$ cat config.mk
export PLATFORM = sky130hd
export DESIGN_NAME = recorder_top
export DESIGN_NICKNAME = d
export VERILOG_FILES = /design/src/verilog/recorder_pkg.sv /design/src/verilog/port_regs.sv /design/src/verilog/recorder_fsm.sv /design/src/verilog/address_counter.sv /design/src/verilog/sample_path.sv /design/src/verilog/recorder_top.sv
export SDC_FILE = /design/constraint.sdc
export NUM_CORES = 1
export LEC_CHECK = 0
export BUFFER_PORTS_ARGS = -buffer_cell sky130_fd_sc_hd__clkbuf_2
export CAP_MARGIN = 20
export CORE_ASPECT_RATIO = 1.25
export CORE_UTILIZATION = 50
export CTS_CLUSTER_DIAMETER = 50
export CTS_CLUSTER_SIZE = 14
export DETAILED_ROUTE_END_ITERATION = 8
export PLACE_DENSITY = 0.73
export SYNTH_ARGS = -nofsm -noshare
export SYNTH_HDL_FRONTEND = slang
export SYNTH_SLANG_ARGS = --single-unit
$ cat constraint.sdc
create_clock -name clk2 -period 5.2 [get_ports clk2]
set_clock_uncertainty 0.15 [all_clocks]
set_input_delay 0.78 -clock clk2 [delete_from_list [all_inputs] [get_ports clk2]]
set_output_delay 0.78 -clock clk2 [all_outputs]
set_load 0.05 [all_outputs]
$ cat src/verilog/recorder_pkg.sv
`default_nettype none

package recorder_pkg;

	//////////////////////////////////////////////////////////////////////
	// audio data
	//////////////////////////////////////////////////////////////////////

	localparam int SAMPLE_W = 16;

	// one signed pcm sample
	typedef logic signed [SAMPLE_W-1:0] sample_t;

	// message slots, all the same length
	localparam int NUM_SLOTS = 5;

	// volume level limits
	localparam logic [3:0] VOL_MIN   = 4'd1;
	localparam logic [3:0] VOL_MAX   = 4'd15;
	localparam logic [3:0] VOL_RESET = 4'd8;

	//////////////////////////////////////////////////////////////////////
	// host port bus
	//////////////////////////////////////////////////////////////////////

	// operating mode, value written to the mode port
	typedef enum logic [7:0] {
		MODE_MAIN   = 8'h00,
		MODE_PLAY   = 8'h01,
		MODE_RECORD = 8'h02,
		MODE_DELONE = 8'h03,
		MODE_DELALL = 8'h04,
		MODE_VOL    = 8'h05
	} mode_e;

	// port numbers, writes and reads share one id space
	typedef enum logic [7:0] {
		PORT_VOLUME    = 8'h04,
		PORT_RECORD    = 8'h05,
		PORT_VOL_LEVEL = 8'h06,
		PORT_MODE      = 8'h0B,
		PORT_SLOT      = 8'h0C,
		PORT_STATUS    = 8'h0F
	} port_e;

	// transfer sequencer states
	typedef enum logic [3:0] {
		ST_IDLE,
		ST_PLAY_REQ,
		ST_PLAY_WAIT,
		ST_PLAY_NEXT,
		ST_REC_WAIT,
		ST_REC_WRITE,
		ST_ERASE_WRITE,
		ST_ERASE_NEXT
	} state_e;

endpackage

`default_nettype wire

$ cat src/verilog/port_regs.sv
`default_nettype none

module port_regs (
	input  wire                 clk2,
	input  wire                 pb_reset,
	input  wire  [7:0]          port_id,
	input  wire  [7:0]          out_port,
	input  wire                 write_strobe,
	input  wire                 read_strobe,
	input  wire                 rec_wrote,
	input  wire                 erase_done_pulse,
	input  wire                 erase_all,
	input  wire  [2:0]          cur_slot,
	output logic [7:0]          in_port,
	output recorder_pkg::mode_e mode,
	output logic [2:0]          slot,
	output logic                record_arm,
	output logic [3:0]          volume,
	output logic                cmd_start,
	output logic                cmd_abort
);
	import recorder_pkg::*;

	logic                 wr_mode;
	logic                 wr_slot;
	logic                 wr_volume;
	logic                 wr_record;
	logic                 slot_mode;
	logic [NUM_SLOTS-1:0] occupied;
	logic                 erase_done;
	logic [7:0]           rd_data;

	// write port decode
	assign wr_mode   = write_strobe && (port_id == PORT_MODE);
	assign wr_slot   = write_strobe && (port_id == PORT_SLOT);
	assign wr_volume = write_strobe && (port_id == PORT_VOLUME);
	assign wr_record = write_strobe && (port_id == PORT_RECORD);

	// modes that act on a single slot
	assign slot_mode = (mode == MODE_PLAY) || (mode == MODE_RECORD) || (mode == MODE_DELONE);

	//////////////////////////////////////////////////////////////////////
	// control registers and command pulses
	//////////////////////////////////////////////////////////////////////

	always_ff @(posedge clk2 or posedge pb_reset) begin
		if (pb_reset) begin
			mode       <= MODE_MAIN;
			slot       <= 3'd0;
			record_arm <= 1'b0;
			volume     <= VOL_RESET;
			cmd_start  <= 1'b0;
			cmd_abort  <= 1'b0;
		end else begin
			// pulses last one cycle
			cmd_start <= 1'b0;
			cmd_abort <= 1'b0;
			if (wr_mode) begin
				// any mode change stops the running transfer
				cmd_abort  <= 1'b1;
				record_arm <= 1'b0;
				if (out_port <= MODE_VOL) begin
					mode <= mode_e'(out_port);
				end
				// erase all needs no slot, start right away
				if (out_port == MODE_DELALL) begin
					cmd_start <= 1'b1;
				end
			end
			// slot pick, only 0..4
			if (wr_slot && slot_mode && (out_port < NUM_SLOTS)) begin
				slot      <= out_port[2:0];
				cmd_start <= 1'b1;
			end
			// 1 steps up, 2 steps down, saturating
			if (wr_volume && (mode == MODE_VOL)) begin
				if ((out_port == 8'd1) && (volume < VOL_MAX)) begin
					volume <= volume + 4'd1;
				end else if ((out_port == 8'd2) && (volume > VOL_MIN)) begin
					volume <= volume - 4'd1;
				end
			end
			// arm bit only counts in record mode
			if (wr_record && (mode == MODE_RECORD)) begin
				record_arm <= out_port[0];
			end
		end
	end

	//////////////////////////////////////////////////////////////////////
	// slot occupancy and erase status
	//////////////////////////////////////////////////////////////////////

	always_ff @(posedge clk2 or posedge pb_reset) begin
		if (pb_reset) begin
			occupied   <= '0;
			erase_done <= 1'b0;
		end else begin
			if (cmd_start) begin
				erase_done <= 1'b0;
			end
			// any word written marks the slot as holding a message
			if (rec_wrote) begin
				occupied[cur_slot] <= 1'b1;
			end
			if (erase_done_pulse) begin
				erase_done <= 1'b1;
				if (erase_all) begin
					occupied <= '0;
				end else begin
					occupied[cur_slot] <= 1'b0;
				end
			end
		end
	end

	// read mux, unknown ports give zero
	always_comb begin
		case (port_id)
			PORT_STATUS:    rd_data = {2'b00, occupied, erase_done};
			PORT_VOL_LEVEL: rd_data = {4'h0, volume};
			default:        rd_data = 8'h00;
		endcase
	end

	// in_port captured on the read cycle, held after
	always_ff @(posedge clk2 or posedge pb_reset) begin
		if (pb_reset) begin
			in_port <= 8'h00;
		end else if (read_strobe) begin
			in_port <= rd_data;
		end
	end

endmodule

`default_nettype wire

$ cat src/verilog/recorder_fsm.sv
`default_nettype none

module recorder_fsm (
	input  wire                        clk2,
	input  wire                        pb_reset,
	input  wire  recorder_pkg::mode_e  mode,
	input  wire                        cmd_start,
	input  wire                        cmd_abort,
	input  wire                        record_arm,
	input  wire                        sample_in_valid,
	input  wire                        mem_ready,
	input  wire                        mem_rdata_valid,
	input  wire                        addr_last,
	output recorder_pkg::state_e       state,
	output logic                       addr_load,
	output logic                       addr_load_all,
	output logic                       addr_step,
	output logic                       mem_read_req,
	output logic                       mem_write,
	output logic                       rd_capture,
	output logic                       wr_zero,
	output logic                       audio_out_valid,
	output logic                       rec_wrote,
	output logic                       erase_done_pulse,
	output logic                       erase_all
);
	import recorder_pkg::*;

	state_e state_nxt;
	logic   arm_seen;
	logic   abort_pend;

	always_ff @(posedge clk2 or posedge pb_reset) begin
		if (pb_reset) begin
			state      <= ST_IDLE;
			erase_all  <= 1'b0;
			arm_seen   <= 1'b0;
			abort_pend <= 1'b0;
		end else begin
			state <= state_nxt;
			// kind of erase, held until the next start
			if ((state == ST_IDLE) && cmd_start) begin
				erase_all <= (mode == MODE_DELALL);
			end
			// only a falling arm ends a recording
			if (state == ST_IDLE) begin
				arm_seen <= 1'b0;
			end else if (record_arm) begin
				arm_seen <= 1'b1;
			end
			// abort during a read is held until the data returns
			if (state != ST_PLAY_WAIT) begin
				abort_pend <= 1'b0;
			end else if (cmd_abort) begin
				abort_pend <= 1'b1;
			end
		end
	end

	//////////////////////////////////////////////////////////////////////
	// next state and per-word strobes
	//////////////////////////////////////////////////////////////////////

	always_comb begin
		state_nxt        = state;
		addr_load        = 1'b0;
		addr_load_all    = 1'b0;
		addr_step        = 1'b0;
		mem_read_req     = 1'b0;
		mem_write        = 1'b0;
		rd_capture       = 1'b0;
		wr_zero          = 1'b0;
		audio_out_valid  = 1'b0;
		rec_wrote        = 1'b0;
		erase_done_pulse = 1'b0;
		case (state)
			ST_IDLE: begin
				if (cmd_start) begin
					case (mode)
						MODE_PLAY: begin
							addr_load = 1'b1;
							state_nxt = ST_PLAY_REQ;
						end
						MODE_RECORD: begin
							addr_load = 1'b1;
							state_nxt = ST_REC_WAIT;
						end
						MODE_DELONE: begin
							addr_load = 1'b1;
							state_nxt = ST_ERASE_WRITE;
						end
						MODE_DELALL: begin
							addr_load_all = 1'b1;
							state_nxt     = ST_ERASE_WRITE;
						end
						default: begin
							state_nxt = ST_IDLE;
						end
					endcase
				end
			end
			// playback, one read per word
			ST_PLAY_REQ: begin
				if (cmd_abort) begin
					state_nxt = ST_IDLE;
				end else if (mem_ready) begin
					mem_read_req = 1'b1;
					state_nxt    = ST_PLAY_WAIT;
				end
			end
			ST_PLAY_WAIT: begin
				if (mem_rdata_valid) begin
					rd_capture = 1'b1;
					if (cmd_abort || abort_pend) begin
						state_nxt = ST_IDLE;
					end else begin
						state_nxt = ST_PLAY_NEXT;
					end
				end
			end
			ST_PLAY_NEXT: begin
				// scaled sample is on audio_out now
				audio_out_valid = 1'b1;
				if (cmd_abort || addr_last) begin
					state_nxt = ST_IDLE;
				end else begin
					addr_step = 1'b1;
					state_nxt = ST_PLAY_REQ;
				end
			end
			// recording, sample register loads as the sample arrives
			ST_REC_WAIT: begin
				if (cmd_abort || (arm_seen && !record_arm)) begin
					state_nxt = ST_IDLE;
				end else if (sample_in_valid && record_arm) begin
					state_nxt = ST_REC_WRITE;
				end
			end
			ST_REC_WRITE: begin
				if (cmd_abort) begin
					state_nxt = ST_IDLE;
				end else if (mem_ready) begin
					mem_write = 1'b1;
					rec_wrote = 1'b1;
					if (addr_last) begin
						state_nxt = ST_IDLE;
					end else begin
						addr_step = 1'b1;
						state_nxt = ST_REC_WAIT;
					end
				end
			end
			// erase, one zero word every two cycles
			ST_ERASE_WRITE: begin
				wr_zero = 1'b1;
				if (cmd_abort) begin
					state_nxt = ST_IDLE;
				end else if (mem_ready) begin
					mem_write = 1'b1;
					state_nxt = ST_ERASE_NEXT;
				end
			end
			ST_ERASE_NEXT: begin
				wr_zero = 1'b1;
				if (cmd_abort) begin
					state_nxt = ST_IDLE;
				end else if (addr_last) begin
					erase_done_pulse = 1'b1;
					state_nxt        = ST_IDLE;
				end else begin
					addr_step = 1'b1;
					state_nxt = ST_ERASE_WRITE;
				end
			end
			default: begin
				state_nxt = ST_IDLE;
			end
		endcase
	end

endmodule

`default_nettype wire

$ cat src/verilog/address_counter.sv
`default_nettype none

module address_counter #(
	parameter int ADDR_W     = 12,
	parameter int SLOT_WORDS = 16
) (
	input  wire               clk2,
	input  wire               pb_reset,
	input  wire  [2:0]        slot,
	input  wire               addr_load,
	input  wire               addr_load_all,
	input  wire               addr_step,
	output logic [ADDR_W-1:0] mem_addr,
	output logic              addr_last
);
	import recorder_pkg::*;

	// words per slot and last word of the whole message area
	localparam logic [ADDR_W-1:0] WORDS_A = ADDR_W'(SLOT_WORDS);
	localparam logic [ADDR_W-1:0] TOP_A   = ADDR_W'(NUM_SLOTS * SLOT_WORDS - 1);

	logic [ADDR_W-1:0] slot_base;
	logic [ADDR_W-1:0] slot_top;
	logic [ADDR_W-1:0] last_addr;

	// slot range, base = slot * words
	assign slot_base = ADDR_W'(slot) * WORDS_A;
	assign slot_top  = slot_base + WORDS_A - ADDR_W'(1);

	//////////////////////////////////////////////////////////////////////
	// running address
	//////////////////////////////////////////////////////////////////////

	always_ff @(posedge clk2 or posedge pb_reset) begin
		if (pb_reset) begin
			mem_addr  <= '0;
			last_addr <= '0;
		end else if (addr_load_all) begin
			// whole memory, from word 0
			mem_addr  <= '0;
			last_addr <= TOP_A;
		end else if (addr_load) begin
			mem_addr  <= slot_base;
			last_addr <= slot_top;
		end else if (addr_step) begin
			mem_addr <= mem_addr + ADDR_W'(1);
		end
	end

	// high while on the final word of the range
	assign addr_last = (mem_addr == last_addr);

endmodule

`default_nettype wire

$ cat src/verilog/sample_path.sv
`default_nettype none

module sample_path (
	input  wire                        clk2,
	input  wire                        pb_reset,
	input  wire  recorder_pkg::sample_t sample_in,
	input  wire                        sample_in_valid,
	input  wire  recorder_pkg::sample_t mem_rdata,
	input  wire                        rd_capture,
	input  wire                        wr_zero,
	input  wire  [3:0]                 volume,
	output recorder_pkg::sample_t      mem_wdata,
	output recorder_pkg::sample_t      audio_out
);
	import recorder_pkg::*;

	sample_t                    rec_sample;
	sample_t                    play_sample;
	logic signed [SAMPLE_W+4:0] scaled;

	// incoming sample and the last word read back
	always_ff @(posedge clk2 or posedge pb_reset) begin
		if (pb_reset) begin
			rec_sample  <= '0;
			play_sample <= '0;
		end else begin
			if (sample_in_valid) begin
				rec_sample <= sample_in;
			end
			if (rd_capture) begin
				play_sample <= mem_rdata;
			end
		end
	end

	// erase writes zeros
	assign mem_wdata = wr_zero ? '0 : rec_sample;

	//////////////////////////////////////////////////////////////////////
	// volume scaling
	//////////////////////////////////////////////////////////////////////

	// volume is unsigned, zero bit keeps the product signed correctly
	assign scaled = play_sample * $signed({1'b0, volume});

	// divide by 16, full scale at volume 16
	assign audio_out = scaled[SAMPLE_W+3:4];

endmodule

`default_nettype wire

$ cat src/verilog/recorder_top.sv
`default_nettype none

module recorder_top #(
	parameter int ADDR_W     = 12,
	parameter int SLOT_WORDS = 16
) (
	input  wire                         clk2,
	input  wire                         pb_reset,
	// host port bus
	input  wire  [7:0]                  port_id,
	input  wire  [7:0]                  out_port,
	input  wire                         write_strobe,
	input  wire                         read_strobe,
	output logic [7:0]                  in_port,
	// audio in and out
	input  wire  recorder_pkg::sample_t sample_in,
	input  wire                         sample_in_valid,
	output recorder_pkg::sample_t       audio_out,
	output logic                        audio_out_valid,
	// sample memory
	output logic [ADDR_W-1:0]           mem_addr,
	output recorder_pkg::sample_t       mem_wdata,
	output logic                        mem_write,
	output logic                        mem_read_req,
	input  wire  recorder_pkg::sample_t mem_rdata,
	input  wire                         mem_rdata_valid,
	input  wire                         mem_ready
);
	import recorder_pkg::*;

	mode_e      mode;
	logic [2:0] slot;
	logic [3:0] volume;
	logic       record_arm;
	logic       cmd_start;
	logic       cmd_abort;
	logic       addr_load;
	logic       addr_load_all;
	logic       addr_step;
	logic       addr_last;
	logic       rd_capture;
	logic       wr_zero;
	logic       rec_wrote;
	logic       erase_done_pulse;
	logic       erase_all;

	//////////////////////////////////////////////////////////////////////
	// host registers
	//////////////////////////////////////////////////////////////////////

	port_regs i_port_regs (
		.clk2             (clk2),
		.pb_reset         (pb_reset),
		.port_id          (port_id),
		.out_port         (out_port),
		.write_strobe     (write_strobe),
		.read_strobe      (read_strobe),
		.rec_wrote        (rec_wrote),
		.erase_done_pulse (erase_done_pulse),
		.erase_all        (erase_all),
		// flags follow the slot that was last picked
		.cur_slot         (slot),
		.in_port          (in_port),
		.mode             (mode),
		.slot             (slot),
		.record_arm       (record_arm),
		.volume           (volume),
		.cmd_start        (cmd_start),
		.cmd_abort        (cmd_abort)
	);

	// transfer sequencer
	recorder_fsm i_recorder_fsm (
		.clk2             (clk2),
		.pb_reset         (pb_reset),
		.mode             (mode),
		.cmd_start        (cmd_start),
		.cmd_abort        (cmd_abort),
		.record_arm       (record_arm),
		.sample_in_valid  (sample_in_valid),
		.mem_ready        (mem_ready),
		.mem_rdata_valid  (mem_rdata_valid),
		.addr_last        (addr_last),
		.state            (),
		.addr_load        (addr_load),
		.addr_load_all    (addr_load_all),
		.addr_step        (addr_step),
		.mem_read_req     (mem_read_req),
		.mem_write        (mem_write),
		.rd_capture       (rd_capture),
		.wr_zero          (wr_zero),
		.audio_out_valid  (audio_out_valid),
		.rec_wrote        (rec_wrote),
		.erase_done_pulse (erase_done_pulse),
		.erase_all        (erase_all)
	);

	// memory address ranges
	address_counter #(
		.ADDR_W     (ADDR_W),
		.SLOT_WORDS (SLOT_WORDS)
	) i_address_counter (
		.clk2          (clk2),
		.pb_reset      (pb_reset),
		.slot          (slot),
		.addr_load     (addr_load),
		.addr_load_all (addr_load_all),
		.addr_step     (addr_step),
		.mem_addr      (mem_addr),
		.addr_last     (addr_last)
	);

	// write data and playback scaling
	sample_path i_sample_path (
		.clk2            (clk2),
		.pb_reset        (pb_reset),
		.sample_in       (sample_in),
		.sample_in_valid (sample_in_valid),
		.mem_rdata       (mem_rdata),
		.rd_capture      (rd_capture),
		.wr_zero         (wr_zero),
		.volume          (volume),
		.mem_wdata       (mem_wdata),
		.audio_out       (audio_out)
	);

endmodule

`default_nettype wire

==> results.py, run 1 <==
metrics = {
    "critical_path": {
        "cpPeakStageDelay_ps": 550,
        "required_ps": 4270,
        "cp-start-kind": "register",
        "endpoint_kind": "output pin",
        "worstPathCellList": "buf_4 > and2_1 > ha_1 > inv_1 > fa_1 > fa_1 > inv_1 > ha_4 > a21o_1 > a31o_4 > nand4_1 > a31oi_4 > a311oi_2 > xnor2_2 > buf_6",
        "crit_fanout": 5,
        "cp.depth": 15,
        "worstSetupPathType": "reg -> out",
        "rr_worst_depth": 5,
        "path_delay_family": "adder cells",
        "crit_buf_inv": 4,
        "critPathArrivalTime_ps": 4180,
        "slowest_stage": "fa_1",
    },
    "synthesis": {
        "netlist_area_sq_um": 6679,
        "ys.flop_type": "dfrtp_1",
        "ys_types": 65,
        "synth_edf_count": 0,
        "synthCells": 716,
        "synth_top_cell_by_area": "dfrtp_1",
        "syn_avg_cell_area_sq_um": 9.328,
        "synth_seq_cells": 88,
        "synthArstFlopShare": 1.000,
        "post-synth-top-area-fraction": 0.3260,
        "synth_warnings": 0,
        "netlist_top_cells_area": "dfrtp_1 (33%), fa_1 (9.3%), ha_1 (7.7%)",
        "ys_seq_area_frac": 0.3299,
        "post-synth-top-count-cell": "dfrtp_1",
        "yosys-top-cells-count": "dfrtp_1 (87), inv_1 (77), and2_1 (67), nand2_1 (56), ha_1 (41)",
    },
    "power_and_ir_drop": {
        "p_sw_mw": 0.4442,
        "peakVddDrop_mv": 0.1961,
        "p_int_mw": 1.169,
        "power_frac_seq": 0.507,
        "power_mw": 1.613,
        "power_frac_clock": 0.373,
        "power_density_nw_per_um2": 198.8,
        "p_sw_frac": 0.2753,
        "p_comb_frac": 0.120,
        "leakagePower_nw": 4.042,
    },
    "drt": {
        "routedWlPerCell_um": 15.42,
        "postRouteAntennaNets": 0,
        "drtPass1Iterations": 5,
        "drc_errors": 0,
        "routed_wl_um": 15450,
        "first_iter_violations": 304,
        "vias_per_cell": 5.531,
        "vias": 5542,
    },
    "clocking": {
        "path_clk_slew_ps": 60,
        "cts_buffer_depth": 2,
        "htreeDepth": 3,
        "hold_buffers": 0,
        "cts_tree": "done",
        "insertion_delay_ps": 340,
        "clock_sinks": 88,
        "cts-root-buf": "clkbuf_16",
        "cts_made_buffers": 9,
    },
    "finish": {
        "area_delta_synth_final_pct": 21.49,
        "post-route-util": 0.6322,
        "num_antenna_cells": 0,
        "fillCellCount": 1060,
        "final_nets": 956,
        "drive_gt1_frac": 0.2842,
    },
    "floorplan": {
        "start_util": 0.5204,
        "core_sq_um": 12830,
        "die_h_um": 131.2,
        "io_pins": 110,
        "die_w_um": 105.4,
        "dieArea_sq_um": 13830,
        "rows": 46,
    },
    "sta": {
        "setup_ws_ps": 87.93,
        "setup_viol": 0,
        "drv_slew": 0,
        "worst_slew_margin_rel": 0.4674,
        "hold_viol_final": 0,
        "fin_setup_tns_ps": 0,
        "post-route-period-util": 0.9831,
        "whs_ps": 254.4,
        "post-route-min-period_ps": 5112,
        "worst_pin_slew_ps": 798.9,
        "max_freq_mhz": 195.6,
    },
    "global_routing": {
        "busiest_layer": "met2",
        "grt_pass1_vias": 5561,
        "grt_use_met2": 0.4083,
        "use_met1": 0.2721,
        "grt_max_degree": 64,
        "antenna_found_initial": 0,
        "track_usage": 0.2252,
        "grt_use_met3": 0.02480,
        "grt_pass1_wl_um": 25440,
        "gr-total-overflow": 0,
    },
    "flow_run": {
        "drv_cap": 0,
    },
    "worst_hold_path": {
        "hold_class": "in -> async",
    },
    "place": {
        "place_ws_ps": 31.72,
        "port_buffers": 107,
        "place.gp.congestion": 0.9094,
        "dp_hpwl_um": 11610,
    },
    "run_status": {
        "status": "completed",
    },
}
-- metal layers --
layer,routed length (um),vias to the layer above
met4,377,0
met5,0,-
li1,-,2665
met2,8109,167
met1,6373,2679
met3,586,31
-- path summary, 6_finish.rpt --
check,startpoint,end,slack [ps]
max,i_port_regs.volume[2],audio_out[10],90
min,pb_reset,i_sample_path.play_sample[4],250
max reg2reg,i_recorder_fsm.state[2],i_recorder_fsm.state[1],2480
min reg2reg,i_port_regs.mode[6],i_port_regs.mode[6],340
max in group asynchronous,pb_reset,i_port_regs.volume[1],3480
min in group clk2,i_port_regs.mode[6],i_port_regs.mode[6],340
-- metrics by stage --
stage / area [sq um] / std cells
final: 8114 / 1002
after global routing: 8114 / 1002
after CTS: 7801 / 994
after detailed placement: 7440 / 974
after global placement: 7440 / 974
after floorplan: 6719 / 717
-- cell usage in the layout (no fill, tap or decap), types with 4 or more instances in the layout --
cell type | Yosys | final
xnor2_2 | 1 | 5
o21a_1 | 4 | 4
nand3b_1 | 4 | 4
a31oi_1 | 5 | 4
mux2_2 | 37 | 37
ha_4 | 0 | 11
xnor2_1 | 28 | 24
nand2b_1 | 9 | 9
nor2b_1 | 6 | 6
nor4_1 | 6 | 6
inv_1 | 77 | 72
o211ai_1 | 6 | 6
clkbuf_2 | 0 | 101
nand4_1 | 8 | 8
dfrtp_1 | 87 | 85
a22oi_1 | 5 | 5
nand3_1 | 17 | 17
inv_2 | 0 | 4
a211oi_1 | 6 | 5
a21o_1 | 14 | 14
fa_1 | 31 | 31
xor2_1 | 6 | 6
or3_1 | 4 | 4
ha_1 | 41 | 28
nand2_1 | 56 | 55
clkbuf_16 | 0 | 9
and2_1 | 67 | 64
nor2_1 | 39 | 38
o21ai_0 | 23 | 21
a21oi_1 | 26 | 23
buf_6 | 0 | 6
buf_4 | 2 | 18
nor3_1 | 21 | 21
-- cells by family (layout without fill, tap and decap cells) --
kind of cell / count (synthesis) / in the layout / synth area share
AOI/OAI and AO/OA: 118 / 118 / 0.1210
xor gates and xnor gates: 35 / 35 / 0.04702
adders and majority gates: 72 / 72 / 0.1697
buffers and inverters: 105 / 222 / 0.06051
DFF: 88 / 88 / 0.3299
muxes: 40 / 40 / 0.06688
other: 1 / 2 / 0.0005615
and+or+nand+nor: 257 / 257 / 0.2044
-- what timing repair did --
| action | CTS | global route |
|---|---|---|
| endpoints found under the setup margin | 8 | 9 |
| resized for setup | 16 | 56 |
| pin swaps | 5 | 30 |
| setup buffers | 4 | 8 |
-- sequential cells by signal, summed over array words and instances (netlist names) --
signal and count:
i_sample_path.play_sample 16, i_port_regs.record_arm 1, i_port_regs.erase_done 1, i_port_regs.slot 3, i_recorder_fsm.abort_pend 1, i_port_regs.mode 8
i_port_regs.volume 4, i_address_counter.last_addr 8, i_port_regs.in_port 6, i_recorder_fsm.erase_all 1, i_address_counter.mem_addr 12, i_recorder_fsm.state 3
i_recorder_fsm.arm_seen 1, i_port_regs.cmd_start 1, i_sample_path.rec_sample 16, i_port_regs.occupied 5, i_port_regs.cmd_abort 1
-- power groups by stage --
stage | registers, mW | clock network (mW) | logic, mW
finish | 0.818 | 0.602 | 0.194
CTS | 0.817 | 0.616 | 0.197
floorplan | 0.809 | 0 | 0.137
global route | 0.830 | 0.644 | 0.210
global placement | 0.826 | 0 | 0.191
detailed placement | 0.830 | 0 | 0.197
-- layout make-up --
type	count	area (sq um)	area share
Clock buffer	10	239.0	0.02945
Inverter	77	290.3	0.03577
Sequential cell	88	2206	0.2719
Multi-Input combinational cell	524	4367	0.5382
Clock inverter	6	45.04	0.005551
Timing Repair Buffer	129	757.0	0.09329
Tap cell	168	210.2	0.02591
Power figures use the tool's default switching activity.
==> run 2: changes to the inputs <==
--- a/config.mk
+++ b/config.mk
@@ -14,3 +14,4 @@
 export DETAILED_ROUTE_END_ITERATION = 8
-export PLACE_DENSITY = 0.73
+export PLACE_DENSITY = 0.75
+export RECOVER_POWER = 25
 export SYNTH_ARGS = -nofsm -noshare
==> constraint.sdc (replaced) <==
create_clock -name clk2 -period 5.2 [get_ports clk2]
set_clock_uncertainty 0.15 [all_clocks]
set_input_delay 0.52 -clock clk2 [delete_from_list [all_inputs] [get_ports clk2]]
set_output_delay 0.52 -clock clk2 [all_outputs]
set_load 0.05 [all_outputs]
==> run 2 against run 1 <==
Sequential power hardly changed; clock-buffer cell count grew 1; first-iteration DRC count fell by 19%; via count is 1.4% lower; combinational power about the same; wire length fell by 3.9%; utilization decreased by 2.6 points; total power is 6.2% higher; die area did not move; highest routed layer unchanged; maximum frequency up 1.9%; critical path type unchanged; sequential cell count stayed put; non-clock buffer count shrank 15.
==> results.py, run 2 (synthesized netlist as in run 1, its figures left out) <==
metrics = {
    "clocking": {
        "cts_made_buffers": 9,
        "insertion_delay_ps": 330,
        "cts_buffer_depth": 2,
        "clock_sinks": 88,
        "cts-root-buf": "clkbuf_16",
        "path_clk_slew_ps": 60,
        "cts_tree": "done",
        "htreeDepth": 3,
    },
    "drt": {
        "vias_per_cell": 5.535,
        "postRouteAntennaNets": 0,
        "routedWlPerCell_um": 15.05,
        "vias": 5463,
        "first_iter_violations": 245,
        "drc_errors": 0,
        "routed_wl_um": 14850,
        "drtPass1Iterations": 5,
    },
    "sta": {
        "post-route-period-util": 0.9650,
        "drv_slew": 0,
        "max_freq_mhz": 199.3,
        "worst_slew_margin_rel": 0.4335,
        "setup_viol": 0,
        "worst_pin_slew_ps": 849.7,
        "post-route-min-period_ps": 5018,
        "fin_setup_tns_ps": 0,
        "hold_viol_final": 0,
    },
    "global_routing": {
        "antenna_found_initial": 0,
        "grt_pass1_vias": 5271,
        "grt_max_degree": 89,
        "track_usage": 0.2218,
        "gr-total-overflow": 0,
        "grt_pass1_wl_um": 25050,
    },
    "place": {
        "dp_hpwl_um": 11370,
        "port_buffers": 107,
        "place.gp.congestion": 0.9257,
        "placed_cells": 968,
    },
    "finish": {
        "layout_commonest_cell": "clkbuf_2",
        "area_delta_synth_final_pct": 16.45,
        "mostFrequentLayoutCells": "clkbuf_2 (103), dfrtp_1 (86), inv_1 (76), and2_1 (68), nand2_1 (56)",
        "final_cells": 987,
        "fillCellCount": 1079,
        "num_antenna_cells": 0,
        "final_nets": 941,
        "reg_top3": "i_sample_path.play_sample: 16 flops, i_sample_path.rec_sample: 16 flops, i_address_counter.mem_addr: 12 flops",
        "drive_gt1_frac": 0.2308,
    },
    "floorplan": {
        "io_pins": 110,
        "die_h_um": 131.2,
        "rows": 46,
        "dieArea_sq_um": 13830,
        "die_w_um": 105.4,
        "start_util": 0.5204,
        "core_sq_um": 12830,
    },
    "power_and_ir_drop": {
        "p_sw_frac": 0.2534,
        "power_density_nw_per_um2": 220.4,
        "power_frac_clock": 0.409,
        "peakVddDrop_mv": 0.1563,
        "p_int_mw": 1.280,
        "power_frac_seq": 0.476,
        "leakagePower_nw": 3.981,
        "p_comb_frac": 0.115,
        "p_sw_mw": 0.4343,
    },
    "critical_path": {
        "required_ps": 4530,
        "rr_worst_depth": 5,
        "critPathArrivalTime_ps": 4350,
        "cp-start-kind": "register",
        "crit_fanout": 11,
        "endpoint_kind": "output pin",
        "worstSetupPathType": "reg -> out",
    },
    "worst_hold_path": {
        "hold_class": "in -> async",
    },
    "flow_run": {
        "drv_cap": 0,
    },
    "run_status": {
        "status": "completed",
    },
}
-- run 2: cell count changes in the layout (fill, tap and decap cells not counted), moves of 6 or more --
cell   before  now
ha_4       11    0
ha_1       28   40
buf_4      18    5
buf_6       6    0
-- run 2: final timing paths --
kind | startpoint | endpoint | slack [ps]
setup / recovery | i_port_regs.volume[3] | audio_out[15] | 180
hold / removal | pb_reset | i_sample_path.play_sample[1] | 260
setup reg to reg | i_recorder_fsm.state[2] | i_address_counter.mem_addr[5] | 2450
hold reg to reg | i_port_regs.mode[6] | i_port_regs.mode[6] | 340
max in group asynchronous | pb_reset | i_port_regs.volume[3] | 3760
min in group clk2 | mem_rdata[0] | i_sample_path.play_sample[0] | 270
-- run 2: metrics by stage --
stage	setup WS [ps]	util	hold WS (ps)	cell area (sq um)	total power [mW]
after global placement	330.6	0.5726	325.0	7350	1.015
after floorplan	5.130	-	294.5	6688	0.9467
after CTS	22.71	0.5995	256.5	7695	1.733
after detailed placement	229.7	0.5726	325.5	7350	1.026
final	182.1	0.6060	264.4	7777	1.714
after global routing	-16.10	0.6060	264.5	7777	1.785
-- run 2: layout make-up --
class | instances | area (sq um) | area share
clock buffers | 11 | 252.7 | 0.03250
clock inverters | 5 | 78.83 | 0.01014
inverters | 77 | 290.3 | 0.03732
multi-input cells | 524 | 4125 | 0.5304
flip-flops and latches | 88 | 2208 | 0.2839
well taps | 168 | 210.2 | 0.02703
repair buffers | 114 | 611.8 | 0.07867
-- run 2: power groups by stage --
stage / Sequential, mW / Clock [mW] / Combinational, mW
after global placement: 0.825 / 0 / 0.191
after global routing: 0.829 / 0.744 / 0.212
after floorplan: 0.809 / 0 / 0.137
final: 0.816 / 0.701 / 0.197
after detailed placement: 0.829 / 0 / 0.197
after CTS: 0.817 / 0.719 / 0.197
-- run 2: repair_timing --
item                                    in CTS  in global routing
gates resized for setup                      5                 18
pin swaps                                    0                  0
endpoints found under the setup margin       4                  7
buffers inserted                             0                  1
hold buffers                                 0                  0
-- run 2: per-layer routing --
| layer | global-route usage | vias up | part of all wire |
|---|---|---|---|
| met5 | 0 | - | 0 |
| met1 | 0.2756 | 2639 | 0.42 |
| li1 | - | 2629 | - |
| met3 | 0.02629 | 22 | 0.043 |
| met2 | 0.3973 | 173 | 0.51 |
| met4 | 0.07121 | 0 | 0.019 |
-- run 2: critical path, cell delays in order, from the launching register on --
cell and delay [ps]:
dfstp_4 670, and2_1 140, ha_1 240, fa_1 530, inv_1 50, fa_1 520
inv_1 40, ha_1 350, a21o_1 230, nor3b_2 230, and3b_2 270, nor2_1 100
a221oi_2 270, xnor2_1 150, buf_4 220
